## config.mk

```make
export PLATFORM = sky130hd
export DESIGN_NAME = ptg_search
export DESIGN_NICKNAME = d
export VERILOG_FILES = /design/src/source/mmu_pkg.sv /design/src/source/walk_pkg.sv /design/src/source/ptg_search.sv
export VERILOG_INCLUDE_DIRS = /design/src /design/src/source
export SDC_FILE = /design/constraint.sdc
export NUM_CORES = 1
export LEC_CHECK = 0
export ABC_AREA = 1
export BUFFER_PORTS_ARGS = -buffer_cell sky130_fd_sc_hd__buf_2
export CAP_MARGIN = 25
export CORE_AREA = 2 2 254 256
export DETAILED_ROUTE_END_ITERATION = 10
export DIE_AREA = 0 0 256 258
export GPL_TIMING_DRIVEN = 0
export SYNTH_ARGS = -nofsm -noshare
export SYNTH_HDL_FRONTEND = slang
export SYNTH_SLANG_ARGS = --single-unit
```

## constraint.sdc

```tcl
create_clock -name vclk -period 7.9
set_input_delay 1.58 -clock vclk [all_inputs]
set_output_delay 1.58 -clock vclk [all_outputs]
set_load 0.02 [all_outputs]
```

## src/source/ptg_config.svh

```systemverilog
// Table dimensions and field widths for the page table group lookup, included by packages and RTL
`ifndef PTG_CONFIG_SVH
`define PTG_CONFIG_SVH

// ============================================================
// Table geometry
// ============================================================

// Entries searched together in one group
`define PTE_PER_PTG 8
// Groups held in the on-chip table
`define PTG_COUNT 64
// Width of the group index taken from the top of the address
`define PTG_INDEX_W 6

// ============================================================
// Entry field widths
// ============================================================

`define ASID_W 12
`define PPN_W 16
`define VPN_W 16

`endif

```

## src/source/mmu_pkg.sv

```systemverilog
// Page table entry formats shared by the table, the search and the result stage
`include "ptg_config.svh"

package mmu_pkg;

	// Plain 32-bit virtual address as it arrives with a miss
	typedef logic [31:0] virtual_address_t;

	// Slot number inside a group
	typedef logic [$clog2(`PTE_PER_PTG)-1:0] entry_num_t;

	// ============================================================
	// Page table entry
	// ============================================================

	// Field view of one entry, most significant bit first
	typedef struct packed {
		logic v;
		logic g;
		logic s;
		logic [12:0] rsvd_hi;
		logic [`ASID_W-1:0] asid;
		logic [`VPN_W-1:0] vpn;
		logic [`PPN_W-1:0] ppn;
		logic [3:0] rsvd_lo;
	} pte_fields_t;

	// The write port sees the raw word, the search sees the fields
	typedef union packed {
		logic [63:0] raw;
		pte_fields_t f;
	} pte_word_u;

	// A whole group, slot 0 in the lowest 64 bits
	typedef pte_word_u [`PTE_PER_PTG-1:0] ptg_t;

endpackage

```

## src/source/walk_pkg.sv

```systemverilog
// Transaction structs passed between the stages of the lookup pipeline
`include "ptg_config.svh"

package walk_pkg;
	import mmu_pkg::*;

	// Miss request as presented at the input of the lookup
	typedef struct packed {
		logic [`ASID_W-1:0] asid;
		virtual_address_t miss_adr;
	} miss_req_t;

	// Outcome of searching one group, before the address is formed
	typedef struct packed {
		logic found;
		entry_num_t entry_num;
		pte_fields_t pte;
		virtual_address_t miss_adr;
	} search_res_t;

	// Final translation result handed to the consumer with done
	typedef struct packed {
		logic fault;
		entry_num_t entry_num;
		logic [31:0] paddr;
	} walk_res_t;

endpackage

```

## src/source/ptg_search.sv

```systemverilog
// Combinational search of one page table group for the first matching entry
`timescale 1ns/100ps
`include "ptg_config.svh"

module ptg_search import mmu_pkg::*, walk_pkg::*; (
	input ptg_t ptg,
	input logic [`ASID_W-1:0] asid,
	input virtual_address_t miss_adr,
	output search_res_t res
);

	// Per-slot hit flags, computed in parallel
	logic [`PTE_PER_PTG-1:0] hit;

	// ============================================================
	// Match rule per slot
	// ============================================================

	// The top vpn bits must equal the group part of the address
	// Superpages ignore the lower vpn bits, global entries ignore the asid
	always_comb begin
		for (int k = 0; k < `PTE_PER_PTG; k++) begin
			hit[k] = ptg[k].f.v
				&& ptg[k].f.vpn[15:10] == miss_adr[31:26]
				&& (ptg[k].f.s || ptg[k].f.vpn[9:0] == miss_adr[25:16])
				&& (ptg[k].f.g || ptg[k].f.asid == asid);
		end
	end

	// ============================================================
	// Priority pick, lowest slot first
	// ============================================================

	// Walk down from the top so that the lowest hitting slot is the last
	// one written and wins
	always_comb begin
		res.found = 1'b0;
		res.entry_num = '0;
		res.pte = '0;
		res.miss_adr = miss_adr;
		for (int k = `PTE_PER_PTG - 1; k >= 0; k--) begin
			if (hit[k]) begin
				res.found = 1'b1;
				res.entry_num = entry_num_t'(k);
				res.pte = ptg[k].f;
			end
		end
	end

endmodule

```

# Word-level counts from Yosys, hierarchy flattened
# Index checks and enable logic that the tools add are counted.
# W data, S select, Z words.
# classes
n_eq_ne,24
mux,8
n_reduce_logical,40
# op_table
cell,count
$mux W68,8
$eq A12 B12 Y1,8
$eq A10 B10 Y1,8
$eq A6 B6 Y1,8
$logic_and A1 B1 Y1,24
$logic_or A1 B1 Y1,16
# word_totals
ff_bits,0
in_bits,556

# Depth between registers and ports, before layout
# Gate-level depths: netlist of the first run.
# logic_depth
word_depth,12
mapped_depth,20

# Worst setup path before layout of the first run
# Ideal clock, no wire load.
# synth_timing
path_type,input -> output
start,input port asid[3]
end,output port res[98] in the netlist's numbering
t_arrival_ps,3564
setup_slack_ps,2756
cell_stages,12
path_cell_list,buf_2 -> inv_2 -> or2_2 -> nand3_1 -> nor2_1 -> nand3_1 -> nand2_1 -> nand2_1 -> a21oi_2 -> buf_4 -> buf_2 -> nor4_1
# synth_lines
element,line,source
from (decl),ptg_search.sv:7,"input logic [`ASID_W-1:0] asid,"
to (decl),ptg_search.sv:9,output search_res_t res

==> impl_results.md, run 1 <==
* Starting density of the core at 0.139
* DRC Markers at 0
* Rel. slew slack at 0.314
* CP Data Required Time at 6.32 ns
* Die width at around 260 microns
* Resized cells post-CTS at 0
* All-Layer GR Usage at 0.239
* Clk network pwr share at 0
* GP Congestion at 0.965
* Maximum VDD drop at 0.0204 mV
* Row count at between 90 and 100
* Final WL at about 84000 microns
* Layout cells sized above 1 at 0.323
* Core area at between 60000 and 70000 sq um
* Syn_nets at between 2000 and 2500
* WHS at between 3 and 4 ns
* Post-Syn Area at just under 9000 sq um
* I/O Pins at 656
* CP Data Arrival Time at around 5.3 ns
* DRT iter0 DRCs at 1342
* Post-CTS setup buffers at 0
* Largest net degree at the start of global routing at 11
* CLK BUF at 0
* Post-Syn Area per Cell at between 4 and 5 sq um
* Pwr dens at roughly 37 nW/um^2
* Origin of the worst setup path: asid[6]
* Final TNS setup at 0 ns
* Sw frac at 0.584
* Max-cap violations at 0
* Reg power frac at 0
* Total congestion overflow at 0
* Vias in the first global route at around 14000
* P_int at roughly 200 uW
* Crit. End Element: output pin
* Final nets at roughly 3000
* Hpwl dp at 73300 microns
* Initial antenna violation count at 37
* Die Y at roughly 260 microns
* Final Cycle Share at 0.870
* Worst slew pin tran at 1.03 ns
* Final ANT Viol Nets at 0
* Via count at 15300
* Detailed-router iteration count before antenna repair at 6
* Minimum clock period at just under 7 ns
* Filler cells at 7641
* Max Clock Freq at between 0.1 and 0.15 GHz
* Cells after Synth at between 1500 and 2000
* Post-DP Area at roughly 13000 sq um
* Post-placement worst setup slack at 1.08 ns
* Switching power at roughly 280 uW
* DIE AREA at roughly 66000 sq um
* Synth Warn # at 0
* Seq Cell Count at 0
* RSZ-0062 raised after global routing: no
* Seq/Total Area, Yosys at 0
* Critical setup path kind: input pin to output pin
* CP Max Fanout at 10
* Vias per cell at ~4.6
* Port buffer count at slightly above 600
* Hold Crit Endpoint: res[0]
* P&R area growth vs syn at 48.0%
* Reg area at 0 sq um
* Final count of pins violating max slew at 0
* HP Class: input pin to output pin
* Comb pwr share at 1.000
* Drt wl/cell at ~25 microns
* First-pass GRT wire length at roughly 110000 microns
* Setup violators final at 0
* Hold_buf cts at 0
* Worst setup SP type: input pin
* Status: finished clean
* Fin area at about 13000 sq um
* WHS Path Cells at 2
* Post-layout worst setup margin at a little over 1 ns
* Distinct cells, synth at 44
* Final-report hold violation count at 0
* P_leak at ~7.5 nW
* Hold_sp: miss_adr[0]
## per-layer routing
layer | wire [microns] | part of all wire | GRT usage
met5 | 120 | 0.0014 | 0
met4 | 1900 | 0.023 | 0.0482
met3 | 7710 | 0.092 | 0.0532
met2 | 38100 | 0.45 | 0.393
met1 | 36400 | 0.43 | 0.320
## metrics by stage
| step | utilization | power (mW) | instances |
|---|---|---|---|
| finish | 0.206 | 0.479 | 3354 |
| global route | 0.206 | 0.518 | 3345 |
| CTS | 0.206 | 0.475 | 3341 |
| detailed placement | 0.206 | 0.473 | 3341 |
| global placement | 0.205 | 0.472 | 3335 |
| floorplan | - | 0.213 | 1865 |
## cell families (layout without fill, tap and decap cells)
family          count (synthesis)  after routing  share of synthesized area
compound gates                262            262                      0.168
buf+inv                       298            919                      0.162
simple gates                 1207           1207                      0.573
other cells                     0             13                          0
xor+xnor                       98             98                     0.0968
## cell type report
cell class / instances / area [sq um] / area share
diodes: 13 / 32.5 / 0.00248
well taps: 855 / 1070 / 0.0815
repair buffers: 621 / 3150 / 0.240
multi-input cells: 1567 / 7430 / 0.566
inverters: 139 / 522 / 0.0397
plain buffers: 159 / 920 / 0.0701
## cells in the mapped netlist (2+ instances only)
| cell type | number | area (sq um) |
|---|---|---|
| buf_2 | 72 | 360 |
| a21boi_1 | 7 | 52.6 |
| nand4_1 | 51 | 319 |
| inv_2 | 18 | 67.6 |
| nand2_1 | 610 | 2290 |
| nand2b_1 | 2 | 12.5 |
| a21oi_2 | 2 | 17.5 |
| o21ai_1 | 22 | 110 |
| inv_1 | 121 | 454 |
| nand3b_1 | 29 | 218 |
| nor3_1 | 19 | 95.1 |
| a21oi_1 | 103 | 515 |
| nand3_1 | 141 | 706 |
| or2_2 | 16 | 100 |
| buf_4 | 58 | 435 |
| nor2_1 | 323 | 1210 |
| xnor2_1 | 52 | 455 |
| nor4_1 | 5 | 31.3 |
| o211ai_2 | 3 | 37.5 |
| nand3_2 | 4 | 40.0 |
| o2111ai_1 | 8 | 70.1 |
| buf_1 | 2 | 7.51 |
| nor3_2 | 2 | 20.0 |
| buf_6 | 2 | 22.5 |
| o22ai_1 | 31 | 194 |
| clkbuf_1 | 25 | 93.8 |
| xor2_1 | 46 | 403 |
| a21boi_0 | 5 | 37.5 |
| o221ai_1 | 2 | 17.5 |
| o21ai_0 | 68 | 340 |
| o21bai_1 | 3 | 22.5 |
## worst max-delay path, stage by stage
cell and delay, ns:
buf_2 0.16, inv_2 0.14, or2_2 0.13, nand3_1 0.09
nor3_1 0.25, nand3_1 0.12, nand2_1 0.27, nand4_1 0.36
nand2b_1 0.28, nand2_1 0.43, buf_2 0.48, a21oi_1 0.09
o21ai_1 0.46, nand2_1 0.14, nand2_1 0.09, buf_2 0.16
## cells in the final DEF (no fill, tap or decap), drive strengths merged
| cell type | synthesis | routed |
|---|---|---|
| buf | 134 | 755 |
| nand2 | 611 | 611 |
| nor2 | 325 | 325 |
| nand3 | 145 | 145 |
| inv | 139 | 139 |
| a21oi | 106 | 106 |
| o21ai | 91 | 91 |
| xnor2 | 52 | 52 |
| nand4 | 51 | 51 |
| xor2 | 46 | 46 |
| o22ai | 31 | 31 |
| nand3b | 29 | 29 |
| clkbuf | 25 | 25 |
| nor3 | 21 | 21 |
| or2 | 17 | 17 |
| diode | 0 | 13 |
| a21boi | 12 | 12 |
| o2111ai | 8 | 8 |
| nor4 | 5 | 5 |
| o211ai | 4 | 4 |
| o21bai | 3 | 3 |
| o221ai | 2 | 2 |
| nand2b | 2 | 2 |
| a22o | 1 | 1 |
| o211a | 1 | 1 |
| a31o | 1 | 1 |
| and3 | 1 | 1 |
| a32oi | 1 | 1 |
| o21a | 1 | 1 |
## worst max-delay path by stage
stage                     slack (ns)  cells after the start      end
after CTS                       1.07                     14  res[90]
after global routing            0.95                     16  res[85]
after floorplan                 2.76                     12  res[98]
after detailed placement        1.08                     14  res[90]
after global placement          0.43                     13  res[90]
final                           1.03                     16  res[92]
## power by group through the flow
stage / Combinational [mW] / Sequential [mW] / Clock, mW
2_1_floorplan: 0.213 / 0 / 0
3_3_place_gp: 0.472 / 0 / 0
3_5_place_dp: 0.473 / 0 / 0
4_1_cts: 0.475 / 0 / 0
5_1_grt: 0.518 / 0 / 0.0000000680
6_report: 0.479 / 0 / 0.000000152
Note: power is estimated with default switching activity, not from simulation.
==> run 2: changes to the inputs <==
- PLACE_DENSITY_LB_ADDON: default -> 0.1
==> run 2 against run 1 <==
Net effect: maximum frequency up 5.2%; global-route usage up 0.46 points; critical path type unchanged; flip-flop and latch count unchanged; first-iteration DRC count down 13%; routed wire length up 1.3%; die area unchanged; sequential share of layout area unchanged; cell area down 0.28%; setup slack better by 0.34 ns; power up 1.9%; hold slack about the same; cell count down 0.30%.
==> impl_results.md, run 2 (synthesis gave the netlist of run 1 again) <==
* Detailed-router iteration count before antenna repair at 5 (-1)
* HP Class: input pin to output pin
* Status: finished clean
* Final TNS setup at 0 ns (unchanged)
* CLK BUF at 0 (unchanged)
* Hpwl dp at 74300 microns (+1.5%)
* Minimum clock period at 6.54 ns (-0.337 ns)
* Filler cells at 7843 (+2.6%)
* Clk network pwr share at 0 (unchanged)
* GR peak layer: met2
* Switching power at 289 uW (+3.3%)
* I/O Pins at 656 (unchanged)
* Starting density of the core at 0.139 (unchanged)
* First-pass GRT wire length at 115000 microns (+3.9%)
* Reg area at 0 sq um (unchanged)
* Final ANT Viol Nets at 0 (unchanged)
* P_leak at 7.54 nW (-0.15%)
* Most common cell after layout, fill and taps aside: buf_2
* P_int at 199 uW (about the same)
* DRC Markers at 0 (unchanged)
* Comb pwr share at 1.000 (about the same)
* Crit. End Element: output pin
* Largest net degree at the start of global routing at 11 (unchanged)
* Vias in the first global route at 14800 (+6.2%)
* Final WL at 85300 microns (+1.3%)
* Pwr dens at 37.3 nW/um^2 (+2.2%)
* Seq Cell Count at 0 (unchanged)
* Initial antenna violation count at 13 (-65%)
* Setup violators final at 0 (unchanged)
* Die Y at 258 microns (unchanged)
* Total congestion overflow at 0 (unchanged)
* Worst setup SP type: input pin
* Via count at 14900 (-2.7%)
* GR Util met3 at 0.0269 (-0.0263)
* Drt wl/cell at 25.5 microns (+1.6%)
* Final count of pins violating max slew at 0 (unchanged)
* Final nets at 3042 (-0.066%)
* Reg power frac at 0 (unchanged)
* Met2 Usage GRT at 0.429 (+0.0360)
* All-Layer GR Usage at 0.244 (+0.00461)
* Fin area at 13100 sq um (-0.28%)
* Row count at 93 (unchanged)
* Max-cap violations at 0 (unchanged)
* Port buffer count at 615 (unchanged)
* Hold_buf cts at 0 (unchanged)
* Worst slew pin tran at 1.12 ns (+0.0860 ns)
* Max Clock Freq at 0.153 GHz (+5.2%)
* Sw frac at 0.592 (+0.00769)
* Final-report hold violation count at 0 (unchanged)
* Vias per cell at 4.45 (-2.4%)
* Rel. slew slack at 0.256 (-0.0573)
* RSZ-0062 raised after global routing: no
* CP Data Arrival Time at 4.96 ns (-0.33 ns)
* Core area at 63600 sq um (unchanged)
* Critical setup path kind: input pin to output pin
* Maximum VDD drop at 0.0209 mV (+2.1%)
* DIE AREA at 66000 sq um (unchanged)
* P&R area growth vs syn at 47.6%
* Final Cycle Share at 0.827 (-0.0426)
* Post-CTS setup buffers at 0 (unchanged)
* CP Data Required Time at 6.32 ns (about the same)
* Met1 usage at 0.326 (+0.00644)
* DRT iter0 DRCs at 1171 (-13%)
* Post-DP Area at 13100 sq um (-0.12%)
* Resized cells post-CTS at 0 (unchanged)
* Die width at 256 microns (unchanged)
* GP Congestion at 0.922 (-4.5%)
* Commonest cells after routing, fill and taps aside: 687 x buf_2, 610 x nand2_1, 323 x nor2_1, 141 x nand3_1, 121 x inv_1
* CP Max Fanout at 10 (unchanged)
* Layout cells sized above 1 at 0.323 (-0.000545)
run 2: cell count changes in the layout (fill, tap and decap cells not counted), sizes merged:
cell,before,now
buf,755,753
diode,13,5
run 2: critical path: stages:
cell	delay, ns
buf_2	0.24
inv_2	0.17
nand2_1	0.09
o2111ai_1	0.16
nor4_1	0.31
o211a_1	0.37
nand3_1	0.20
buf_2	0.29
inv_2	0.33
buf_2	0.39
nand2_1	0.32
nand2_1	0.14
nand2_1	0.07
nand2_1	0.08
buf_2	0.18
run 2: final cells by class:
class	count	area, sq um	share of cell area
inverters	139	522	0.0399
multi-input cells	1567	7430	0.568
repair buffers	619	3140	0.240
well taps	855	1070	0.0817
plain buffers	159	920	0.0702
diodes	5	12.5	0.000956
run 2: per-stage QoR:
stage	hold slack [ns]	power (mW)	utilization	worst slack [ns]	instances
after floorplan	3.27	0.213	-	2.76	1865
after global placement	3.38	0.488	0.205	1.30	3335
after detailed placement	3.38	0.487	0.205	1.33	3339
after CTS	3.38	0.489	0.205	1.33	3339
after global routing	3.38	0.528	0.206	1.17	3342
final	3.38	0.489	0.206	1.36	3344
run 2: final timing paths:
path    startpoint      end  slack (ns)  depth (start not counted)
max   miss_adr[30]  res[85]        1.36                         15
min    miss_adr[1]   res[1]        3.38                          2
run 2: power groups by stage:
stage,clock [mW],sequential [mW],combinational (mW)
after global placement,0,0,0.488
after floorplan,0,0,0.213
final,0.0000000588,0,0.489
after detailed placement,0,0,0.487
after CTS,0,0,0.489
after global routing,0.0000000510,0,0.528
run 2: layer usage:
metal  vias up  wire length [microns]
met5         -                     52
met4         8                   1180
li1       7192                      -
met3        59                   4350
met1      7066                  38800
met2       572                  41000
