==> config.mk <==
export PLATFORM = sky130hd
export DESIGN_NAME = miss_capture
export DESIGN_NICKNAME = d
export VERILOG_FILES = /design/src/source/mmu_pkg.sv /design/src/source/walk_pkg.sv /design/src/source/miss_capture.sv
export VERILOG_INCLUDE_DIRS = /design/src /design/src/source
export SDC_FILE = /design/constraint.sdc
export NUM_CORES = 1
export LEC_CHECK = 0
export ABC_AREA = 1
export BUFFER_PORTS_ARGS = -buffer_cell sky130_fd_sc_hd__buf_2
export CAP_MARGIN = 20
export CORE_ASPECT_RATIO = 1.25
export CORE_MARGIN = 5
export CORE_UTILIZATION = 42
export DETAILED_ROUTE_END_ITERATION = 8
export PLACE_DENSITY = 0.75
export SLEW_MARGIN = 20
export SYNTH_ARGS = -nofsm -noshare
export SYNTH_HDL_FRONTEND = slang
export SYNTH_SLANG_ARGS = --single-unit
==> constraint.sdc <==
create_clock -name clk -period 0.8 [get_ports clk]
set_input_delay 0.08 -clock clk [delete_from_list [all_inputs] [get_ports clk]]
set_output_delay 0.08 -clock clk [all_outputs]
set_load 0.02 [all_outputs]
==> src/source/ptg_config.svh <==
// Table dimensions and field widths for the page table group lookup, included by packages and RTL
`ifndef PTG_CONFIG_SVH
`define PTG_CONFIG_SVH

// ============================================================
// Table geometry
// ============================================================

// Entries searched together in one group
`define PTE_PER_PTG 8
// Groups held in the on-chip table
`define PTG_COUNT 64
// Width of the group index taken from the top of the address
`define PTG_INDEX_W 6

// ============================================================
// Entry field widths
// ============================================================

`define ASID_W 12
`define PPN_W 16
`define VPN_W 16

`endif

==> src/source/mmu_pkg.sv <==
// Page table entry formats shared by the table, the search and the result stage
`include "ptg_config.svh"

package mmu_pkg;

	// Plain 32-bit virtual address as it arrives with a miss
	typedef logic [31:0] virtual_address_t;

	// Slot number inside a group
	typedef logic [$clog2(`PTE_PER_PTG)-1:0] entry_num_t;

	// ============================================================
	// Page table entry
	// ============================================================

	// Field view of one entry, most significant bit first
	typedef struct packed {
		logic v;
		logic g;
		logic s;
		logic [12:0] rsvd_hi;
		logic [`ASID_W-1:0] asid;
		logic [`VPN_W-1:0] vpn;
		logic [`PPN_W-1:0] ppn;
		logic [3:0] rsvd_lo;
	} pte_fields_t;

	// The write port sees the raw word, the search sees the fields
	typedef union packed {
		logic [63:0] raw;
		pte_fields_t f;
	} pte_word_u;

	// A whole group, slot 0 in the lowest 64 bits
	typedef pte_word_u [`PTE_PER_PTG-1:0] ptg_t;

endpackage

==> src/source/walk_pkg.sv <==
// Transaction structs passed between the stages of the lookup pipeline
`include "ptg_config.svh"

package walk_pkg;
	import mmu_pkg::*;

	// Miss request as presented at the input of the lookup
	typedef struct packed {
		logic [`ASID_W-1:0] asid;
		virtual_address_t miss_adr;
	} miss_req_t;

	// Outcome of searching one group, before the address is formed
	typedef struct packed {
		logic found;
		entry_num_t entry_num;
		pte_fields_t pte;
		virtual_address_t miss_adr;
	} search_res_t;

	// Final translation result handed to the consumer with done
	typedef struct packed {
		logic fault;
		entry_num_t entry_num;
		logic [31:0] paddr;
	} walk_res_t;

endpackage

==> src/source/miss_capture.sv <==
// Input stage of the lookup; registers a miss and delays it to line up with the table read
`timescale 1ns/100ps
`include "ptg_config.svh"

module miss_capture import walk_pkg::*; (
	input logic clk,
	input logic reset,
	input logic miss_valid,
	input miss_req_t miss_req,
	output logic [`PTG_INDEX_W-1:0] cap_index,
	output logic stage_valid,
	output miss_req_t stage_req
);

	logic cap_valid;
	miss_req_t cap_req;

	// ============================================================
	// First stage: capture and derive the group index
	// ============================================================

	always_ff @(posedge clk) begin
		if (reset) begin
			cap_valid <= 1'b0;
		end else begin
			cap_valid <= miss_valid;
		end
	end

	// The index comes straight from the incoming address so the table
	// can be addressed in the very next cycle
	always_ff @(posedge clk) begin
		cap_req <= miss_req;
		cap_index <= miss_req.miss_adr[31:26];
	end

	// ============================================================
	// Second stage: wait for the group read
	// ============================================================

	always_ff @(posedge clk) begin
		if (reset) begin
			stage_valid <= 1'b0;
		end else begin
			stage_valid <= cap_valid;
		end
	end

	// Request travels alongside rd_ptg from the table
	always_ff @(posedge clk) begin
		stage_req <= cap_req;
	end

	// A strobed miss must carry a known asid and address, or the group read goes astray
	a_req_known: assert property (@(posedge clk) disable iff (reset)
		miss_valid |-> !$isunknown(miss_req));

endmodule

After elaboration in Yosys (flattened, before gate mapping)
Index checks and enable logic that the tools add are counted.
{ "totals": {"regBits": 96, "latch_bits": 0, "ram_bits": 0, "mem_bits_ro": 0, "input_bits": 47, "word_cells": 7, "n_memories": 0} }
{ "classes": {"add_sub_neg": 0, "n_mul": 0, "div": 0, "n_lt_le_gt_ge": 0, "n_eq_ne": 0, "n_shift": 0, "mux": 0, "n_bitwise": 0, "n_reduce_logical": 0} }

Logic depth before layout (Yosys ltp)
Gate-level depths: netlist of run 1.
{ "logic_depth": {"word_depth": 0, "depth_mapped": 2, "ltp_nobuf": 2} }

Worst setup path after synthesis of run 1
Ideal clock, no wire load.
{ "synth_timing": {"path_type": "register -> output", "from": "reg cap_req[26] (netlist name)", "to": "out cap_index[0]", "t_arrival_ns": 0.427, "required_ns": 0.720, "setup_slack_ns": 0.293, "stages_incl_launch_ff": 2, "path_cell_list": "dfxtp_1 > buf_4"} }
{ "synth_lines": {"columns": ["item", "line", "rtl"], "rows": [
  ["end: declaration", "miss_capture.sv:10", "output logic [`PTG_INDEX_W-1:0] cap_index,"]
]} }

==> impl_metrics.json, run 1 <==
{
  "htreeDepth": 3,
  "register_area_sq_um": 1870,
  "dr.pass1.iters": 4,
  "violations": "setup timing",
  "num_io_pins": 98,
  "critPathLaunchType": "register",
  "finalMaxSlewViolations": 0,
  "grt_usage_pct": 18.2,
  "synth_mux_area_share_pct": 0,
  "hold_viol": 0,
  "fin_skew_ns": 0.0101,
  "crit_path_start": "cap_req[28]",
  "post-route-util_pct": 78.6,
  "outcome": "complete, but fails checks",
  "cp-end-kind": "output pin",
  "diodes": 0,
  "seq_power_share_pct": 55.9,
  "final_antenna_net_count": 0,
  "netlist_instances": 100,
  "r2r_start": "cap_valid",
  "worstSkewPairLatency_ns": 0.33,
  "port_buffers": 97,
  "crit_type": "register to output pin",
  "max_stage_delay_ns": 0.35,
  "initial_core_util_pct": 42.7,
  "crit_slowest_cell": "dfxtp_2",
  "synth-compound-area-share_pct": 0,
  "p_int_uw": 6830,
  "cts_buffer_depth": 2,
  "cts.sinks": 90,
  "syn_avg_cell_area_sq_um": 18.6,
  "first_global_vias": 1437,
  "period_share_pct": 110,
  "path_buf_inv": 1,
  "dieWidth_um": 69.6,
  "dpl.hpwl_um": 2550,
  "critPathRequiredTime_ns": 0.72,
  "critPathTopFamily": "flip-flops",
  "dieArea_sq_um": 5870,
  "min_period_ns": 0.878,
  "rows": 27,
  "powerDensity_nw_per_um2": 2530,
  "relSlewSlack_pct": 93.8,
  "antenna_found_initial": 0,
  "yosys.area_share.xor_xnor_pct": 0,
  "path_clk_slew_ns": 0.08,
  "clkPwrFrac_pct": 35.1,
  "ctsRootBufferMaster": "clkbuf_8",
  "ys.warnings.count": 0,
  "synth.distinct_cells": 4,
  "worstPathMaxFanout": 2,
  "vias": 1224,
  "layout_setup_ws_ns": -0.0776,
  "wl_um": 4960,
  "multi_input_area_sq_um": 7.51,
  "peakVddDrop_v": 0.00177,
  "synth_adder_area_share_pct": 0,
  "drc": 0,
  "routabilityCongestion": 0.689,
  "die_y_um": 84.4,
  "grt_pass1_wl_um": 7780,
  "netlist_area_sq_um": 1860,
  "area_growth_pct": 83.9,
  "final_area_sq_um": 3420,
  "p_leak_uw": 0.00155,
  "synth_top_family_by_area": "buffers and inverters",
  "synthSimpleGateAreaFrac_pct": 0.403,
  "hold_class": "register to register",
  "nNetsFinal": 295,
  "crit_chain": "buf_6",
  "grt-ovfl-total": 0,
  "worstHoldStart": "cap_req[9]",
  "routed_via_density": 3.94,
  "power.switching_uw": 1840,
  "clock.fmax_mhz": 1140,
  "post_drt_wl_per_cell_um": 16.0,
  "p_comb_share_pct": 9.0,
  "ys_seq_elements": 90,
  "max_cap_violations": 0,
  "synth_nets": 147,
  "worstMarginPinSlew_ns": 0.0933,
  "setup_viol": 51,
  "post_dp_cell_area_sq_um": 2370,
  "cts_tree": "yes",
  "rsz0062_at_grt": "true",
  "cts_made_buffers": 9,
  "grt_start_max_net_pins": 15,
  "post_cts_buffers": 0,
  "yosysSeqAreaShare_pct": 96.8,
  "drtIter0Drc": 60,
  "drive_above_1_share_pct": 64.4,
  "fillers": 219,
  "coreArea_sq_um": 4360,
  "crit_arrival_ns": 0.80,
  "power.share.switching_pct": 21.2
}
layer usage:
metal | wire (um) | vias up | track usage [%]
met2 | 3190 | 46 | 37.8
met1 | 1510 | 580 | 15.5
met4 | 81 | 0 | 9.06
met5 | 0 | - | 0
met3 | 181 | 6 | 4.19
li1 | - | 592 | -
per-stage QoR:
step | TNS (ns) | hold WS (ns) | total power (uW) | worst slack, ns | cells
CTS | -3.55 | 0.327 | 8680 | -0.0847 | 311
detailed placement | 0 | 0.184 | 5310 | 0.243 | 249
global route | -4.73 | 0.323 | 9020 | -0.113 | 311
finish | -2.94 | 0.322 | 8660 | -0.0776 | 311
floorplan | 0 | 0.108 | 5070 | 0.293 | 100
global placement | 0 | 0.182 | 5290 | 0.256 | 249
area by class of cell:
type                            instances  area share, %
Clock buffer                           12           4.53
Clock inverter                          4           1.46
Inverter                                2          0.219
Multi-Input combinational cell          2          0.219
Sequential cell                        90           54.5
Tap cell                               58           2.12
Timing Repair Buffer                  143           37.0
flip-flops by register name (all words and copies together), names as in the netlist:
signal / flops
stage_req: 44
stage_valid: 1
cap_valid: 1
cap_req: 43
cap_index: 1
path summary, 6_finish.rpt:
check        slack, ns  cells past startpoint           end
min reg2reg       0.32                      0  stage_req[9]
min               0.32                      0  stage_req[9]
max              -0.08                      1  cap_index[2]
max reg2reg       0.32                      2   stage_valid
synth_stat cells:
cell type / number / share of area [%]
dfxtp_1: 90 / 97
inv_1: 2 / 0.40
buf_4: 6 / 2.4
nor2_1: 2 / 0.40
layout by cell type, fill, tap and decap left out:
master and instances:
dlygate4sd3_1 46, clkinvlp_4 2, buf_6 51, buf_2 46
clkbuf_8 11, dfxtp_1 39, clkbuf_1 1, bufinv_16 1
inv_1 2, clkinv_2 1, dfxtp_2 51, nor2_1 2
power groups by stage:
stage | sequential (uW) | clock [uW] | combinational [uW]
after CTS | 4830 | 3080 | 764
after detailed placement | 4880 | 0 | 430
after floorplan | 5030 | 0 | 46.8
after global placement | 4860 | 0 | 421
after global routing | 4870 | 3330 | 818
final | 4850 | 3040 | 781
cells by family after synthesis:
family	after synthesis
and+or+nand+nor	2
DFF	90
buffers and inverters	8
repair_timing:
action | CTS | global route
hold buffers | 46 | 0
endpoints found under the setup margin | 51 | 51
gates resized for setup | 153 | 0
endpoints found under the hold margin | 46 | 0
No activity file was read; power rests on OpenSTA's default activity.
==> inputs of run 2 (changes only) <==
--- a/config.mk
+++ b/config.mk
@@ -15,4 +15,5 @@
 export DETAILED_ROUTE_END_ITERATION = 8
 export PLACE_DENSITY = 0.75
+export SETUP_SLACK_MARGIN = 0.05
 export SLEW_MARGIN = 20
 export SYNTH_ARGS = -nofsm -noshare
==> constraint.sdc (replaced) <==
create_clock -name clk -period 0.8 [get_ports clk]
set_input_delay 0.16 -clock clk [delete_from_list [all_inputs] [get_ports clk]]
set_output_delay 0.16 -clock clk [all_outputs]
set_load 0.02 [all_outputs]
==> impl_metrics.json, run 2 (synthesis gave the netlist of run 1 again) <==
{
  "dpl.hpwl_um": 2550,
  "num_io_pins": 98,
  "max_stage_delay_ns": 0.35,
  "routed_via_density": 3.95,
  "outcome": "complete, but fails checks",
  "dieWidth_um": 69.6,
  "drive_above_1_share_pct": 64.7,
  "hold_class": "input port to register",
  "layout_common_cells": "dfxtp_2 (51), buf_6 (51), buf_2 (46), dlygate4sd3_1 (45), dfxtp_1 (39)",
  "worstSkewPairLatency_ns": 0.33,
  "dieArea_sq_um": 5870,
  "setup_tns_ns": -7.02,
  "largest_register": "stage_req",
  "cts.sinks": 90,
  "die_y_um": 84.4,
  "min_period_ns": 0.958,
  "grt_usage_pct": 18.2,
  "peakVddDrop_v": 0.00176,
  "top_layer_used": "met4",
  "worstPathMaxFanout": 2,
  "area_growth_pct": 83.3,
  "post-route-util_pct": 78.3,
  "power.switching_uw": 1840,
  "hold_viol": 0,
  "largest_reg_flops": 44,
  "period_share_pct": 120,
  "p_int_uw": 6820,
  "p_comb_share_pct": 9.0,
  "grt_start_max_net_pins": 15,
  "port_buffers": 97,
  "fin_skew_ns": 0.0101,
  "diodes": 0,
  "nNetsFinal": 294,
  "post_drt_wl_per_cell_um": 16.0,
  "initial_core_util_pct": 42.7,
  "reg_top3": "stage_req: 44 flops, cap_req: 43 flops",
  "first_global_vias": 1434,
  "clkPwrFrac_pct": 35.1,
  "cp-end-kind": "output pin",
  "layout_setup_ws_ns": -0.158,
  "powerDensity_nw_per_um2": 2540,
  "violations": "setup timing",
  "max_cap_violations": 0,
  "grt-ovfl-total": 0,
  "drtIter0Drc": 65,
  "critPathRequiredTime_ns": 0.64,
  "clock.fmax_mhz": 1040,
  "routabilityCongestion": 0.689,
  "antenna_found_initial": 0,
  "seq_power_share_pct": 56.0,
  "final_antenna_net_count": 0,
  "path_buf_inv": 1,
  "cts_made_buffers": 9,
  "p_total_uw": 8660,
  "final_area_sq_um": 3410,
  "wl_met3_um": 186,
  "critPathLaunchType": "register",
  "crit_chain": "buf_6",
  "coreArea_sq_um": 4360,
  "wl_um": 4950,
  "crit_arrival_ns": 0.80,
  "dr.pass1.iters": 4,
  "p_leak_uw": 0.00155,
  "post_dp_cell_area_sq_um": 2370,
  "worstMarginPinSlew_ns": 0.0933,
  "drt-met1-wl_um": 1500,
  "relSlewSlack_pct": 93.8,
  "setup_viol": 51,
  "power.share.switching_pct": 21.2,
  "crit_type": "register to output pin",
  "ctsRootBufferMaster": "clkbuf_8",
  "cts_tree": "yes",
  "vias": 1223,
  "grt_pass1_wl_um": 7770,
  "rows": 27,
  "wl_met2_um": 3180,
  "crit_slowest_cell": "dfxtp_2",
  "path_clk_slew_ns": 0.08,
  "drc": 0,
  "critPathTopFamily": "flip-flops",
  "cts_buffer_depth": 2,
  "rsz0062_at_grt": "true",
  "finalMaxSlewViolations": 0,
  "htreeDepth": 3
}
-- run 2: cell types whose count changed in the layout (fill, tap and decap cells not counted), sizes merged --
cell / before / now
dlygate4sd3: 46 / 45
-- run 2: tightest hold or removal path: stages --
cell and delay [ns]:
buf_2 0.07, inv_1 0.03, nor2_1 0.06
-- run 2: repair_timing --
action	in CTS	in global routing
endpoints found under the setup margin	51	51
hold buffers	45	0
resized for setup	153	0
hold endpoints to repair	46	0
buffers inserted	0	0
-- run 2: area by class of cell --
type                    instances  area [sq um]
clock inverters                 4          50.0
repair buffers                142          1250
inverters                       2          7.51
fillers                       225           945
well taps                      58          72.6
multi-input cells               2          7.51
flip-flops and latches         90          1870
clock buffers                  12           155
-- run 2: per-stage QoR --
step	hold slack, ns	worst slack [ns]	std cells
after CTS	0.0158	-0.165	310
after floorplan	0.188	0.213	100
after detailed placement	0.264	0.163	249
final	0.0299	-0.158	310
after global placement	0.262	0.176	249
after global routing	0.0294	-0.193	310
-- run 2: power groups by stage --
stage / Clock (uW) / Combinational [uW] / Sequential (uW)
final: 3040 / 777 / 4850
after global placement: 0 / 421 / 4860
after detailed placement: 0 / 430 / 4880
after floorplan: 0 / 46.8 / 5030
after CTS: 3080 / 760 / 4830
after global routing: 3330 / 814 / 4870
-- run 2: path summary, 6_finish.rpt --
kind,end,slack [ns],cells past startpoint,startpoint
min,cap_valid,0.03,3,miss_valid
max,cap_index[2],-0.16,1,cap_req[28]
min reg2reg,stage_req[9],0.32,0,cap_req[9]
max reg2reg,stage_valid,0.32,2,cap_valid
-- run 2: per-layer routing --
layer | track usage [%] | up-vias
met5 | 0 | -
met4 | 9.06 | 0
met2 | 37.8 | 46
met3 | 4.19 | 6
met1 | 15.4 | 581
li1 | - | 590
==> inputs of run 3 (changes only) <==
CORE_MARGIN = 2   (was 5)
clock period = 1 ns   (was 0.8 ns; I/O delays follow)
==> impl_metrics.json, run 3 (synthesis gave the netlist of run 1 again) <==
{
  "clkPwrFrac_pct": 34.6,
  "r2r_slack_ns": 0.31,
  "path_buf_inv": 1,
  "peakVddDrop_v": 0.00138,
  "crit_slowest_cell": "dfxtp_2",
  "hold_slack_ns": 0.0166,
  "worstSkewPairLatency_ns": 0.33,
  "finalMaxSlewViolations": 0,
  "ctsRootBufferMaster": "clkbuf_8",
  "relSlewSlack_pct": 93.3,
  "register_area_sq_um": 1870,
  "r2r_start": "cap_req[30]",
  "power.share.switching_pct": 21.0,
  "setup_viol": 3,
  "port_buffers": 97,
  "largest_register": "stage_req",
  "routed_via_density": 3.94,
  "dpl.hpwl_um": 2300,
  "num_io_pins": 98,
  "first_global_vias": 1339,
  "place_ws_ns": 0.295,
  "coreArea_sq_um": 4320,
  "p_total_uw": 6880,
  "min_period_ns": 1.02,
  "fin_skew_ns": 0.00445,
  "min_to": "stage_valid",
  "initial_core_util_pct": 43.1,
  "vias": 1217,
  "largest_reg_flops": 44,
  "dieWidth_um": 63.6,
  "seq_power_share_pct": 56.3,
  "fillers": 254,
  "cts_buffer_depth": 2,
  "area_growth_pct": 82.9,
  "crit_type": "register to output pin",
  "layout_common_cells": "dfxtp_2 (51), buf_6 (51), buf_2 (46), dlygate4sd3_1 (44), dfxtp_1 (39)",
  "nNetsFinal": 295,
  "layout_setup_ws_ns": -0.0170,
  "grt_start_max_net_pins": 14,
  "grt_pass1_wl_um": 7000,
  "max_cap_violations": 0,
  "powerDensity_nw_per_um2": 2020,
  "max_stage_delay_ns": 0.36,
  "power.switching_uw": 1450,
  "critPathTopFamily": "flip-flops",
  "drtIter0Drc": 28,
  "layout.cells.non_filler": 309,
  "p_leak_uw": 0.00155,
  "reg2reg_to": "stage_req[30]",
  "routabilityCongestion": 0.702,
  "worstHoldStart": "reset",
  "dieArea_sq_um": 4980,
  "whs_path_depth": 2,
  "grt-ovfl-total": 0,
  "crit_arrival_ns": 0.82,
  "final_antenna_net_count": 0,
  "cp-end-kind": "output pin",
  "dr.pass1.iters": 4,
  "worstPathMaxFanout": 2,
  "post_drt_wl_per_cell_um": 15.2,
  "antenna_found_initial": 0,
  "grt_usage_pct": 19.7,
  "final_area_sq_um": 3410,
  "violations": "setup timing",
  "path_clk_slew_ns": 0.08,
  "drc": 0,
  "wl_um": 4710,
  "diodes": 0,
  "die_y_um": 78.4,
  "reg_top3": "stage_req: 44 flops, cap_req: 43 flops",
  "rows": 27,
  "rsz0062_at_grt": "true",
  "drive_above_1_share_pct": 64.9,
  "multi_input_area_sq_um": 7.51,
  "cts_made_buffers": 9,
  "p_int_uw": 5440,
  "hold_viol": 0,
  "cts_tree": "yes",
  "reg2regPathDepth": 2,
  "critPathRequiredTime_ns": 0.80,
  "p_comb_share_pct": 9.0,
  "critPathLaunchType": "register",
  "period_share_pct": 102,
  "outcome": "complete, but fails checks",
  "clock.fmax_mhz": 983,
  "post_dp_cell_area_sq_um": 2370,
  "worstMarginPinSlew_ns": 0.100,
  "crit_chain": "buf_6",
  "hold_class": "input port to register",
  "dp_cells": 249,
  "htreeDepth": 3,
  "cts.sinks": 90
}
run 3: cell types whose count changed in the layout (fill, tap and decap cells not counted), sizes merged:
cell | previous run | this run
buf | 97 | 99
clkinv | 1 | 0
clkinvlp | 2 | 1
dlygate4sd3 | 45 | 44
run 3: through the flow:
| stage | TNS, ns | utilization (%) |
|---|---|---|
| 6_report | -0.0433 | 78.8 |
| 2_1_floorplan | 0 | - |
| 5_1_grt | -0.342 | 78.8 |
| 3_3_place_gp | 0 | 54.9 |
| 4_1_cts | 0 | 78.6 |
| 3_5_place_dp | 0 | 54.9 |
run 3: power groups by stage:
stage / Combinational (uW) / Sequential (uW) / Clock (uW)
after floorplan: 37.5 / 4020 / 0
final: 622 / 3880 / 2390
after global routing: 645 / 3900 / 2580
after detailed placement: 339 / 3910 / 0
after CTS: 601 / 3870 / 2390
after global placement: 334 / 3890 / 0
run 3: worst max path at each step:
stage | start | endpoint | slack, ns | depth (start not counted)
floorplan | cap_req[26] | cap_index[0] | 0.37 | 1
global placement | stage_req[31] | stage_req[31] | 0.33 | 1
detailed placement | cap_req[30] | cap_index[4] | 0.29 | 1
CTS | cap_req[27] | cap_index[1] | 0.002 | 1
global route | cap_req[27] | cap_index[1] | -0.04 | 1
finish | cap_req[27] | cap_index[1] | -0.02 | 1
run 3: final cells by class:
| class | count | area share [%] |
|---|---|---|
| sequential | 90 | 54.8 |
| timing repair buffer | 143 | 37.0 |
| clock buffer | 12 | 4.56 |
| tap | 58 | 2.13 |
| clock inverter | 2 | 1.10 |
| multi-input combinational | 2 | 0.220 |
| inverter | 2 | 0.220 |
run 3: what timing repair did:
action,CTS,global route
setup buffers,1,1
hold buffers,44,0
endpoints found under the hold margin,44,0
gates resized for setup,153,0
pin swaps,0,0
endpoints found under the setup margin,51,51
run 3: routing by layer:
metal	up-vias	share of wire, %	track usage, %	routed length [um]
met5	-	0	0	0
met2	53	58	38.0	2750
met4	0	3.6	13.3	170
met3	16	4.6	4.01	215
li1	589	-	-	-
met1	559	34	18.1	1580
