**config.mk**
```make
export PLATFORM = sky130hd
export DESIGN_NAME = walk_result
export DESIGN_NICKNAME = d
export VERILOG_FILES = /design/src/source/mmu_pkg.sv /design/src/source/walk_pkg.sv /design/src/source/walk_result.sv
export VERILOG_INCLUDE_DIRS = /design/src /design/src/source
export SDC_FILE = /design/constraint.sdc
export NUM_CORES = 1
export LEC_CHECK = 0
export ABC_AREA = 1
export BUFFER_PORTS_ARGS = -buffer_cell sky130_fd_sc_hd__buf_4
export CORE_UTILIZATION = 32
export CTS_CLUSTER_DIAMETER = 200
export DETAILED_ROUTE_END_ITERATION = 16
export GPL_ROUTABILITY_DRIVEN = 0
export HOLD_SLACK_MARGIN = 0.05
export PLACE_DENSITY = 0.78
export SLEW_MARGIN = 20
export SYNTH_ARGS = -nofsm -noshare
export SYNTH_HDL_FRONTEND = slang
export SYNTH_SLANG_ARGS = --single-unit
```
**constraint.sdc**
```tcl
create_clock -name clk -period 0.8 [get_ports clk]
set_input_delay 0.04 -clock clk [delete_from_list [all_inputs] [get_ports clk]]
set_output_delay 0.04 -clock clk [all_outputs]
set_load 0.005 [all_outputs]
```
**src/source/ptg_config.svh**
```systemverilog
// Table dimensions and field widths for the page table group lookup, included by packages and RTL
`ifndef PTG_CONFIG_SVH
`define PTG_CONFIG_SVH

// ============================================================
// Table geometry
// ============================================================

// Entries searched together in one group
`define PTE_PER_PTG 8
// Groups held in the on-chip table
`define PTG_COUNT 64
// Width of the group index taken from the top of the address
`define PTG_INDEX_W 6

// ============================================================
// Entry field widths
// ============================================================

`define ASID_W 12
`define PPN_W 16
`define VPN_W 16

`endif

```
**src/source/mmu_pkg.sv**
```systemverilog
// Page table entry formats shared by the table, the search and the result stage
`include "ptg_config.svh"

package mmu_pkg;

	// Plain 32-bit virtual address as it arrives with a miss
	typedef logic [31:0] virtual_address_t;

	// Slot number inside a group
	typedef logic [$clog2(`PTE_PER_PTG)-1:0] entry_num_t;

	// ============================================================
	// Page table entry
	// ============================================================

	// Field view of one entry, most significant bit first
	typedef struct packed {
		logic v;
		logic g;
		logic s;
		logic [12:0] rsvd_hi;
		logic [`ASID_W-1:0] asid;
		logic [`VPN_W-1:0] vpn;
		logic [`PPN_W-1:0] ppn;
		logic [3:0] rsvd_lo;
	} pte_fields_t;

	// The write port sees the raw word, the search sees the fields
	typedef union packed {
		logic [63:0] raw;
		pte_fields_t f;
	} pte_word_u;

	// A whole group, slot 0 in the lowest 64 bits
	typedef pte_word_u [`PTE_PER_PTG-1:0] ptg_t;

endpackage

```
**src/source/walk_pkg.sv**
```systemverilog
// Transaction structs passed between the stages of the lookup pipeline
`include "ptg_config.svh"

package walk_pkg;
	import mmu_pkg::*;

	// Miss request as presented at the input of the lookup
	typedef struct packed {
		logic [`ASID_W-1:0] asid;
		virtual_address_t miss_adr;
	} miss_req_t;

	// Outcome of searching one group, before the address is formed
	typedef struct packed {
		logic found;
		entry_num_t entry_num;
		pte_fields_t pte;
		virtual_address_t miss_adr;
	} search_res_t;

	// Final translation result handed to the consumer with done
	typedef struct packed {
		logic fault;
		entry_num_t entry_num;
		logic [31:0] paddr;
	} walk_res_t;

endpackage

```
**src/source/walk_result.sv**
```systemverilog
// Output stage of the lookup; registers the search outcome as a physical address or a fault
`timescale 1ns/100ps

module walk_result import walk_pkg::*; (
	input logic clk,
	input logic reset,
	input logic in_valid,
	input search_res_t search,
	output logic done,
	output walk_res_t result
);

	walk_res_t result_next;

	// ============================================================
	// Address formation
	// ============================================================

	// Pages are 64 KB, so a normal page keeps sixteen offset bits
	// A superpage keeps only the top six ppn bits and passes the rest
	// of the address through
	always_comb begin
		result_next.fault = !search.found;
		result_next.entry_num = search.entry_num;
		if (!search.found) begin
			result_next.paddr = '0;
		end else if (search.pte.s) begin
			result_next.paddr = {search.pte.ppn[15:10], search.miss_adr[25:0]};
		end else begin
			result_next.paddr = {search.pte.ppn, search.miss_adr[15:0]};
		end
	end

	// ============================================================
	// Output registers
	// ============================================================

	always_ff @(posedge clk) begin
		if (reset) begin
			done <= 1'b0;
		end else begin
			done <= in_valid;
		end
	end

	// Result is only meaningful with done
	always_ff @(posedge clk) begin
		result <= result_next;
	end

endmodule

```
Yosys cells after proc, flatten, opt, wreduce, memory -nomap -nowiden
Index checks and enable logic that the tools add are counted.
- equality and inequality tests: 0
- $mul: 0
- shift operators: 0
- mux-type cells: 1
- bitwise operators: 0
- $add $sub $neg: 0
- reductions and logical operators: 1
- divide/modulo/power cells: 0
- magnitude comparators: 0
- operators by type and width (kind ; count):
    $mux W26 ; 1
    $logic_not A1 Y1 ; 1
- bits in writable memories: 0
- word-level logic and storage cells: 6
- bits in latches: 0
- output and inout bits: 37
- memories: 0
- ROM bits: 0
- flip-flop bits (word level): 37

Longest topological paths before layout
Gate-level depths: netlist of the first run.
- depth in word-level cells: 1
- mapped depth: 4

Least setup slack after synthesis of the first run
No wires, ideal clock.
- path type: input to register
- from: input port search[99] in the netlist's numbering
- to: register result[24] in the netlist's numbering
- cell stages on the path: 4
- path buffers: 2
- arrival: 0.368 ns
- data required time: 0.686 ns
- path slack: 0.318 ns
- cells stage by stage: buf_6 buf_12 nand2_1 nor2_2
- RTL lines (what ; RTL line ; text):
    from (decl) ; walk_result.sv:8 ; input search_res_t search,
    to (signal assigned) ; walk_result.sv:48 ; result <= result_next;
    to (decl) ; walk_result.sv:10 ; output walk_res_t result

Final worst setup path of the first run
- from: register result[0] in the netlist's numbering
- to: output port result[0] in the netlist's numbering
No word-level cell between the ends.

==> results of run 1 <==
-- logic make-up (layout without fill, tap and decap cells) --
family | count (synthesis) | after routing
buffers and inverters | 40 | 174
and+or+nand+nor | 63 | 63
DFF | 37 | 37
-- through the flow --
step                total power, mW  hold WS, ns  area (sq um)
floorplan                     2.200      0.06772          1196
global placement              2.514       0.1442          1826
detailed placement            2.528       0.1473          1826
CTS                           4.348      0.05741          2402
global route                  4.546       0.1016          2410
finish                        4.303      0.06277          2410
-- registers in the layout (all words and copies together) (netlist names) --
register / cells
result: 36
done: 1
-- power groups by stage --
stage / Clock, mW / Sequential (mW) / Combinational (mW)
2_1_floorplan: 0 / 2.03 / 0.166
3_3_place_gp: 0 / 2.02 / 0.499
3_5_place_dp: 0 / 2.02 / 0.508
4_1_cts: 1.68 / 1.98 / 0.690
5_1_grt: 1.79 / 1.99 / 0.770
6_report: 1.62 / 1.98 / 0.703
-- area by class of cell --
type | instances | area (sq um)
inverters | 34 | 127.6
clock inverters | 1 | 30.03
repair buffers | 132 | 1112
multi-input cells | 63 | 254.0
fillers | 282 | 1059
clock buffers | 7 | 86.33
flip-flops and latches | 37 | 742.0
well taps | 46 | 57.56
-- placed cells by master (no fill, tap or decap) --
cell            netlist  final
nor2_1               14     14
nand2_1              42     42
buf_4                 2     85
clkbuf_8              2      6
dlygate4sd3_1         0     45
dfxtp_1              37     36
inv_1                34     34
nor2_2                7      7
bufinv_16             0      1
buf_6                 1      1
dfxtp_2               0      1
clkbuf_1              0      1
dlymetal6s4s_1        0      1
-- metal layers --
metal  track usage [%]  vias up  share of wire [%]
met1             15.66      564                 32
li1                  -      645                  -
met5                 0        -                  0
met4             8.721        0                2.2
met3             5.616        7                5.9
met2             40.19       50                 59
-- timing repair --
item | CTS | global route
resized for setup | 0 | 3
endpoints found under the setup margin | 0 | 2
hold buffers | 46 | 0
endpoints found under the hold margin | 36 | 0
-- path summary, 6_finish.rpt --
kind | startpoint | to | cells past startpoint
worst min-delay path | search[25] | result[25] | 5
worst max-delay path | result[0] | result[0] | 1
==> impl_metrics.env, run 1 <==
export IMPL_outcome="finished, final reports clean"
export IMPL_antenna_cells=0
export IMPL_rsz0062_at_grt="no"
export IMPL_hp_class="in -> reg"
export IMPL_cts_root_buf="clkbuf_8"
export IMPL_clkTransAtPathRegs_ns=0.07
export IMPL_post_synth_top_count_cell="nand2_1"
export IMPL_cts_buffers=5
export IMPL_synth_xor_area_share_pct=0
export IMPL_grt_pass1_wl_um=5623
export IMPL_cts_tree="done"
export IMPL_grt_max_degree=34
export IMPL_synth_compound_area_share_pct=0
export IMPL_stdcell_count=320
export IMPL_die_w_um=63.14
export IMPL_max_slew_margin_pct=78.54
export IMPL_h_tree_depth=2
export IMPL_worst_setup_path_type="reg -> out"
export IMPL_setup_viol=0
export IMPL_path_buf_inv=1
export IMPL_utilization_pct=69.48
export IMPL_ios=140
export IMPL_leakagePower_nw=1.376
export IMPL_slowest_stage="dfxtp_1"
export IMPL_drt_antenna_violating_nets=0
export IMPL_firstDrtPassIters=4
export IMPL_ir_drop_mv=0.9445
export IMPL_synthTopCellsByArea="dfxtp_1 62%, nand2_1 13%, inv_1 11%"
export IMPL_maxCapViolations=0
export IMPL_netSwitchingPower_mw=0.8683
export IMPL_synth_async_reset_ratio_pct=0
export IMPL_ys_ff_latch=37
export IMPL_clk_path_buf_depth=2
export IMPL_global_route_usage_total_pct=19.19
export IMPL_p_int_mw=3.435
export IMPL_ys_seq_area_share_pct=61.92
export IMPL_die_y_um=63.14
export IMPL_dp_hpwl_um=1776
export IMPL_crit_path_end_kind="primary output"
export IMPL_syn_nets=243
export IMPL_initial_core_util_pct=34.49
export IMPL_comb_power_share_pct=16.3
export IMPL_rows=21
export IMPL_syn_cell_area_sq_um=1196
export IMPL_drt_iter0_markers=29
export IMPL_timing_final_crit_share_pct=95.36
export IMPL_p_per_area_nw_per_um2=1786
export IMPL_max_stage_delay_ns=0.31
export IMPL_swShare_pct=20.18
export IMPL_yosys_area_share_simple_pct=21.23
export IMPL_layout_nets=376
export IMPL_core_area_sq_um=3468
export IMPL_antenna_found_initial=0
export IMPL_slew_violations=0
export IMPL_startpoint_type="flop"
export IMPL_worst_slew_pin_slew_ns=0.3218
export IMPL_cp_top_family="flip-flops"
export IMPL_dp_cells=266
export IMPL_clkPwrFrac_pct=37.6
export IMPL_cts_setup_buffers=0
export IMPL_setup_tns_ns=0
export IMPL_ys_warn_count=0
export IMPL_via_per_inst=3.956
export IMPL_synthDistinctLibCells=9
export IMPL_drc_errors=0
export IMPL_die_area_sq_um=3987
export IMPL_grt_pass1_vias=1308
export IMPL_area_growth_pct=101.5
export IMPL_yosys_area_top_type="dfxtp_1"
export IMPL_synth_fa_ha_area_share_pct=0
export IMPL_vias=1266
export IMPL_fmax_mhz=1311
export IMPL_drive_above_1_share_pct=36.86
export IMPL_grt_ovfl_total=0
export IMPL_synth_mux_area_fraction_pct=0
export IMPL_syn_inst=140
export IMPL_worst_slack_ns=0.03711
export IMPL_path_cells="buf_4"
export IMPL_cp_max_fo=1
export IMPL_synth_top_family_by_area="simple AND/OR/NAND/NOR gates"
export IMPL_synth_top_area_share_pct=61.92
export IMPL_ys_top_cells_by_count="42 x nand2_1, 37 x dfxtp_1, 34 x inv_1, 14 x nor2_1, 7 x nor2_2"
export IMPL_avgSynthCellArea_sq_um=8.544
export IMPL_worstPathArrival_ns=0.72
export IMPL_wire_per_inst_um=10.54
export IMPL_post_place_ws_ns=0.1984
export IMPL_critPathRequiredTime_ns=0.76
export IMPL_pwr_share_seq_pct=46.0
export IMPL_synth_edff_count=0
export IMPL_wirelength_um=3373
export IMPL_io_buffers=86
export IMPL_period_minus_slack_ns=0.7629
export IMPL_synthFlopType="dfxtp_1"
export IMPL_cts_sinks=37
export IMPL_finalHoldViolations=0
(Power assumes the default switching activity.)
==> inputs of run 2 (changes only) <==
- CORE_UTILIZATION: 32 -> 35
- PLACE_DENSITY: 0.78 -> 0.84
- SKIP_LAST_GASP: unset -> 1
- clock period: 0.8 -> 1 ns (I/O delays scaled with it)
==> run 2 against run 1 <==
  * Final cell count stayed put
  * Clock power is 36% lower
  * Critical endpoint is now result[14]
  * Non-clock buffer count is 2 higher
  * Highest routed layer unchanged
  * Critical path type unchanged
==> impl_metrics.env, run 2 (same netlist as run 1, synthesis figures left out) <==
export IMPL_startpoint_type="flop"
export IMPL_antenna_cells=0
export IMPL_drt_iter0_markers=40
export IMPL_cp_top_family="flip-flops"
export IMPL_final_common_cell="buf_4"
export IMPL_worstPathArrival_ns=0.79
export IMPL_antenna_found_initial=0
export IMPL_largest_register_ffs=36
export IMPL_h_tree_depth=2
export IMPL_core_area_sq_um=3153
export IMPL_firstDrtPassIters=4
export IMPL_maxCapViolations=0
export IMPL_area_growth_pct=99.69
export IMPL_grt_pass1_wl_um=5299
export IMPL_timing_final_crit_share_pct=83.53
export IMPL_cts_resized=0
export IMPL_worst_setup_path_type="reg -> out"
export IMPL_hp_class="in -> reg"
export IMPL_layout_common_cells="86 x buf_4, 48 x dlygate4sd3_1, 42 x nand2_1"
export IMPL_wl_met2_um=2101
export IMPL_path_cells="buf_4"
export IMPL_cts_setup_buffers=0
export IMPL_ir_drop_mv=0.8751
export IMPL_dp_hpwl_um=1917
export IMPL_finalHoldViolations=0
export IMPL_period_minus_slack_ns=0.8353
export IMPL_max_slew_margin_pct=78.74
export IMPL_path_buf_inv=1
export IMPL_clk_path_buf_depth=2
export IMPL_cp_max_fo=1
export IMPL_fmax_mhz=1197
export IMPL_drive_above_1_share_pct=36.23
export IMPL_rsz0062_at_grt="no"
export IMPL_reg_top3="result (36), done (1)"
export IMPL_die_y_um=60.46
export IMPL_drt_antenna_violating_nets=0
export IMPL_leakagePower_nw=1.361
export IMPL_top_register="result"
export IMPL_cts_sinks=37
export IMPL_via_per_inst=3.959
export IMPL_p_total_mw=3.197
export IMPL_layout_nets=378
export IMPL_critPathRequiredTime_ns=0.95
export IMPL_die_w_um=60.46
export IMPL_p_per_area_nw_per_um2=1338
export IMPL_highest_layer="met4"
export IMPL_ios=140
export IMPL_grt_ovfl_total=0
export IMPL_drc_errors=0
export IMPL_wl_met3_um=157
export IMPL_cts_buffers=5
export IMPL_initial_core_util_pct=37.94
export IMPL_vias=1267
export IMPL_setup_viol=0
export IMPL_worst_slew_pin_slew_ns=0.3190
export IMPL_holdBufCountCts=48
export IMPL_die_area_sq_um=3655
export IMPL_rows=20
export IMPL_slew_violations=0
export IMPL_global_route_usage_total_pct=20.27
export IMPL_cts_root_buf="clkbuf_4"
export IMPL_crit_path_end_kind="primary output"
export IMPL_io_buffers=86
export IMPL_clkTransAtPathRegs_ns=0.11
export IMPL_grt_max_degree=34
export IMPL_utilization_pct=75.75
export IMPL_outcome="finished, final reports clean"
export IMPL_setup_tns_ns=0
export IMPL_hold_slack_ns=0.09751
export IMPL_drt_met1_wl_um=1166
export IMPL_wirelength_um=3516
export IMPL_wire_per_inst_um=10.99
export IMPL_slowest_stage="dfxtp_1"
export IMPL_max_stage_delay_ns=0.35
export IMPL_cts_tree="done"
export IMPL_grt_pass1_vias=1339
==> run 2: metrics by stage <==
stage          worst slack, ns  cells  instance area [sq um]
2_1_floorplan           0.5081    140                   1196
3_3_place_gp            0.3996    264                   1823
3_5_place_dp            0.3672    264                   1823
4_1_cts                 0.1583    320                   2389
5_1_grt                 0.1106    320                   2389
6_report                0.1647    320                   2389
==> run 2: path summary, 6_finish.rpt <==
path,cells after the start,from,slack (ns),endpoint
setup / recovery,1,result[14],0.16,result[14]
hold / removal,3,search[93],0.1,result[16]
==> run 2: area by class of cell <==
type | count | area (sq um)
well taps | 44 | 55.05
flip-flops and latches | 37 | 740.7
multi-input cells | 63 | 254.0
fillers | 236 | 764.5
repair buffers | 134 | 1126
inverters | 34 | 127.6
clock inverters | 1 | 30.03
clock buffers | 7 | 55.05
==> run 2: layer usage <==
| metal | vias up | global-route usage, % |
|---|---|---|
| li1 | 649 | - |
| met1 | 551 | 15.90 |
| met2 | 56 | 43.01 |
| met3 | 11 | 4.691 |
| met4 | 0 | 12.34 |
| met5 | - | 0 |
==> run 2: report_power, final <==
part,internal (mW),leakage [nW],switching [mW]
clock network,0.597,0.0455,0.447
registers,1.56,0.309,0.0252
logic,0.379,1.01,0.189
==> inputs of run 3 (changes only) <==
- ABC_AREA: 1 -> 0
- CORE_UTILIZATION: 35 -> 30
- PLACE_DENSITY: 0.84 -> 0.78
- clock period: 1 -> 0.8 ns (I/O delays scaled with it)
==> run 3 against run 2 <==
  * The run now ends with negative setup slack left
  * Sequential power is 27% higher
  * Non-clock buffer count decreased by 1
  * Critical path depth is the same
  * Total power increased by 35%
  * Synthesized cell count decreased by 39%
  * Sequential cell count stayed put
  * Wire length increased by 11%
  * Critical path type unchanged
  * Largest power group unchanged
==> impl_metrics.env, run 3 <==
export IMPL_grt_pass1_wl_um=5306
export IMPL_dp_hpwl_um=2083
export IMPL_stdcell_count=269
export IMPL_reg_top3="result (36), done (1)"
export IMPL_outcome="finished with violations"
export IMPL_syn_cell_area_sq_um=1055
export IMPL_slowest_stage="dfxtp_2"
export IMPL_critPathRequiredTime_ns=0.76
export IMPL_setup_viol=30
export IMPL_clk_path_buf_depth=2
export IMPL_grt_ovfl_total=0
export IMPL_hold_slack_ns=0.05902
export IMPL_max_slew_margin_pct=87.83
export IMPL_finalHoldViolations=0
export IMPL_vias=1131
export IMPL_rows=21
export IMPL_leakagePower_nw=1.166
export IMPL_max_stage_delay_ns=0.35
export IMPL_ys_seq_area_share_pct=70.23
export IMPL_yosys_area_top_type="dfxtp_1"
export IMPL_cts_tree="done"
export IMPL_synth_async_reset_ratio_pct=0
export IMPL_die_area_sq_um=3757
export IMPL_startpoint_type="flop"
export IMPL_die_y_um=61.30
export IMPL_cp_top_family="flip-flops"
export IMPL_timing_final_crit_share_pct=104.4
export IMPL_area_growth_pct=133.0
export IMPL_drt_iter0_markers=14
export IMPL_rsz0062_at_grt="yes"
export IMPL_crit_path_end_kind="primary output"
export IMPL_drive_above_1_share_pct=55.86
export IMPL_synthTopCellsByArea="dfxtp_1 70%, and2_1 13%, mux2i_1 9.5%"
export IMPL_cts_root_buf="clkbuf_4"
export IMPL_largest_register_ffs=36
export IMPL_grt_pass1_vias=1191
export IMPL_dpl_cell_area_sq_um=1729
export IMPL_antenna_found_initial=1
export IMPL_synthFlopType="dfxtp_1"
export IMPL_period_minus_slack_ns=0.8356
export IMPL_worst_slew_pin_slew_ns=0.1774
export IMPL_n_fill_cell=245
export IMPL_grt_max_degree=24
export IMPL_top_register="result"
export IMPL_utilization_pct=73.07
export IMPL_layout_nets=324
export IMPL_cts_setup_buffers=0
export IMPL_drc_errors=0
export IMPL_via_per_inst=4.204
export IMPL_post_synth_top_count_cell="dfxtp_1"
export IMPL_syn_inst=85
export IMPL_synthDistinctLibCells=9
export IMPL_global_route_usage_total_pct=21.48
export IMPL_ys_top_cells_by_count="37 x dfxtp_1, 22 x and2_1, 10 x mux2i_1, 10 x nor2_1, 2 x clkbuf_2"
export IMPL_setup_tns_ns=-0.5403
export IMPL_layout_common_cells="55 x buf_4, 47 x dlygate4sd3_1, 31 x buf_6"
export IMPL_synth_edff_count=0
export IMPL_cts_sinks=37
export IMPL_path_cells="buf_6"
export IMPL_worst_setup_path_type="reg -> out"
export IMPL_ir_drop_mv=1.383
export IMPL_p_per_area_nw_per_um2=1757
export IMPL_wirelength_um=3897
export IMPL_dp_cells=213
export IMPL_p_total_mw=4.318
export IMPL_cp_max_fo=1
export IMPL_ys_ff_latch=37
export IMPL_path_buf_inv=1
export IMPL_stdcell_area_sq_um=2457
export IMPL_drt_antenna_violating_nets=0
export IMPL_core_area_sq_um=3363
export IMPL_worst_slack_ns=-0.03559
export IMPL_wire_per_inst_um=14.49
export IMPL_post_place_ws_ns=0.1488
export IMPL_cts_buffers=5
export IMPL_firstDrtPassIters=2
export IMPL_synth_top_area_share_pct=70.23
export IMPL_h_tree_depth=2
export IMPL_fmax_mhz=1197
export IMPL_ios=140
export IMPL_maxCapViolations=0
export IMPL_initial_core_util_pct=31.36
export IMPL_worstPathArrival_ns=0.80
export IMPL_io_buffers=86
export IMPL_hp_class="in -> reg"
export IMPL_final_common_cell="buf_4"
export IMPL_slew_violations=0
export IMPL_clkTransAtPathRegs_ns=0.12
export IMPL_die_w_um=61.30
export IMPL_syn_nets=188
export IMPL_violations="negative setup slack"
export IMPL_ys_warn_count=0
export IMPL_avgSynthCellArea_sq_um=12.41
run 3: cell count changes after synthesis, sizes merged:
cell and change:
and2 +22, nand2 -42, buf -2, inv -33, nor2b +1, mux2i +10
nor2 -11
run 3: where the power goes:
part | leakage, nW | switching (mW) | internal (mW)
clock network | 0.0552 | 0.606 | 0.968
registers | 0.316 | 0.0474 | 1.96
logic | 0.795 | 0.205 | 0.528
run 3: cell type report:
type | instances | area [sq um] | share of cell area (%)
Inverter | 1 | 3.754 | 0.1527
Clock buffer | 5 | 37.54 | 1.527
Antenna cell | 1 | 2.502 | 0.1018
Tap cell | 46 | 57.56 | 2.342
Sequential cell | 37 | 777.0 | 31.62
Clock inverter | 3 | 65.06 | 2.648
Multi-Input combinational cell | 43 | 281.5 | 11.46
Timing Repair Buffer | 133 | 1232 | 50.15
run 3: cell families after synthesis:
family                 Yosys count  synth area share (%)
buffers and inverters            5                 3.084
flip-flops                      37                 70.23
multiplexers                    10                 9.490
AND/OR/NAND/NOR                 33                 17.20
run 3: worst paths after layout:
kind | startpoint | cells after the start | slack [ns] | to
setup / recovery | result[20] | 1 | -0.04 | result[20]
hold / removal | search[99] | 2 | 0.06 | result[31]
run 3: repair_timing:
| action | CTS | global route |
|---|---|---|
| hold buffers | 47 | 0 |
| hold endpoints to repair | 36 | 0 |
| resized for setup | 22 | 38 |
| endpoints found under the setup margin | 37 | 37 |
run 3: routing by layer:
layer | vias up | track usage, % | wire length (um)
li1 | 535 | - | -
met1 | 515 | 17.78 | 1255
met2 | 62 | 41.30 | 2235
met3 | 19 | 5.462 | 208
met4 | 0 | 18.83 | 197
met5 | - | 0 | 0
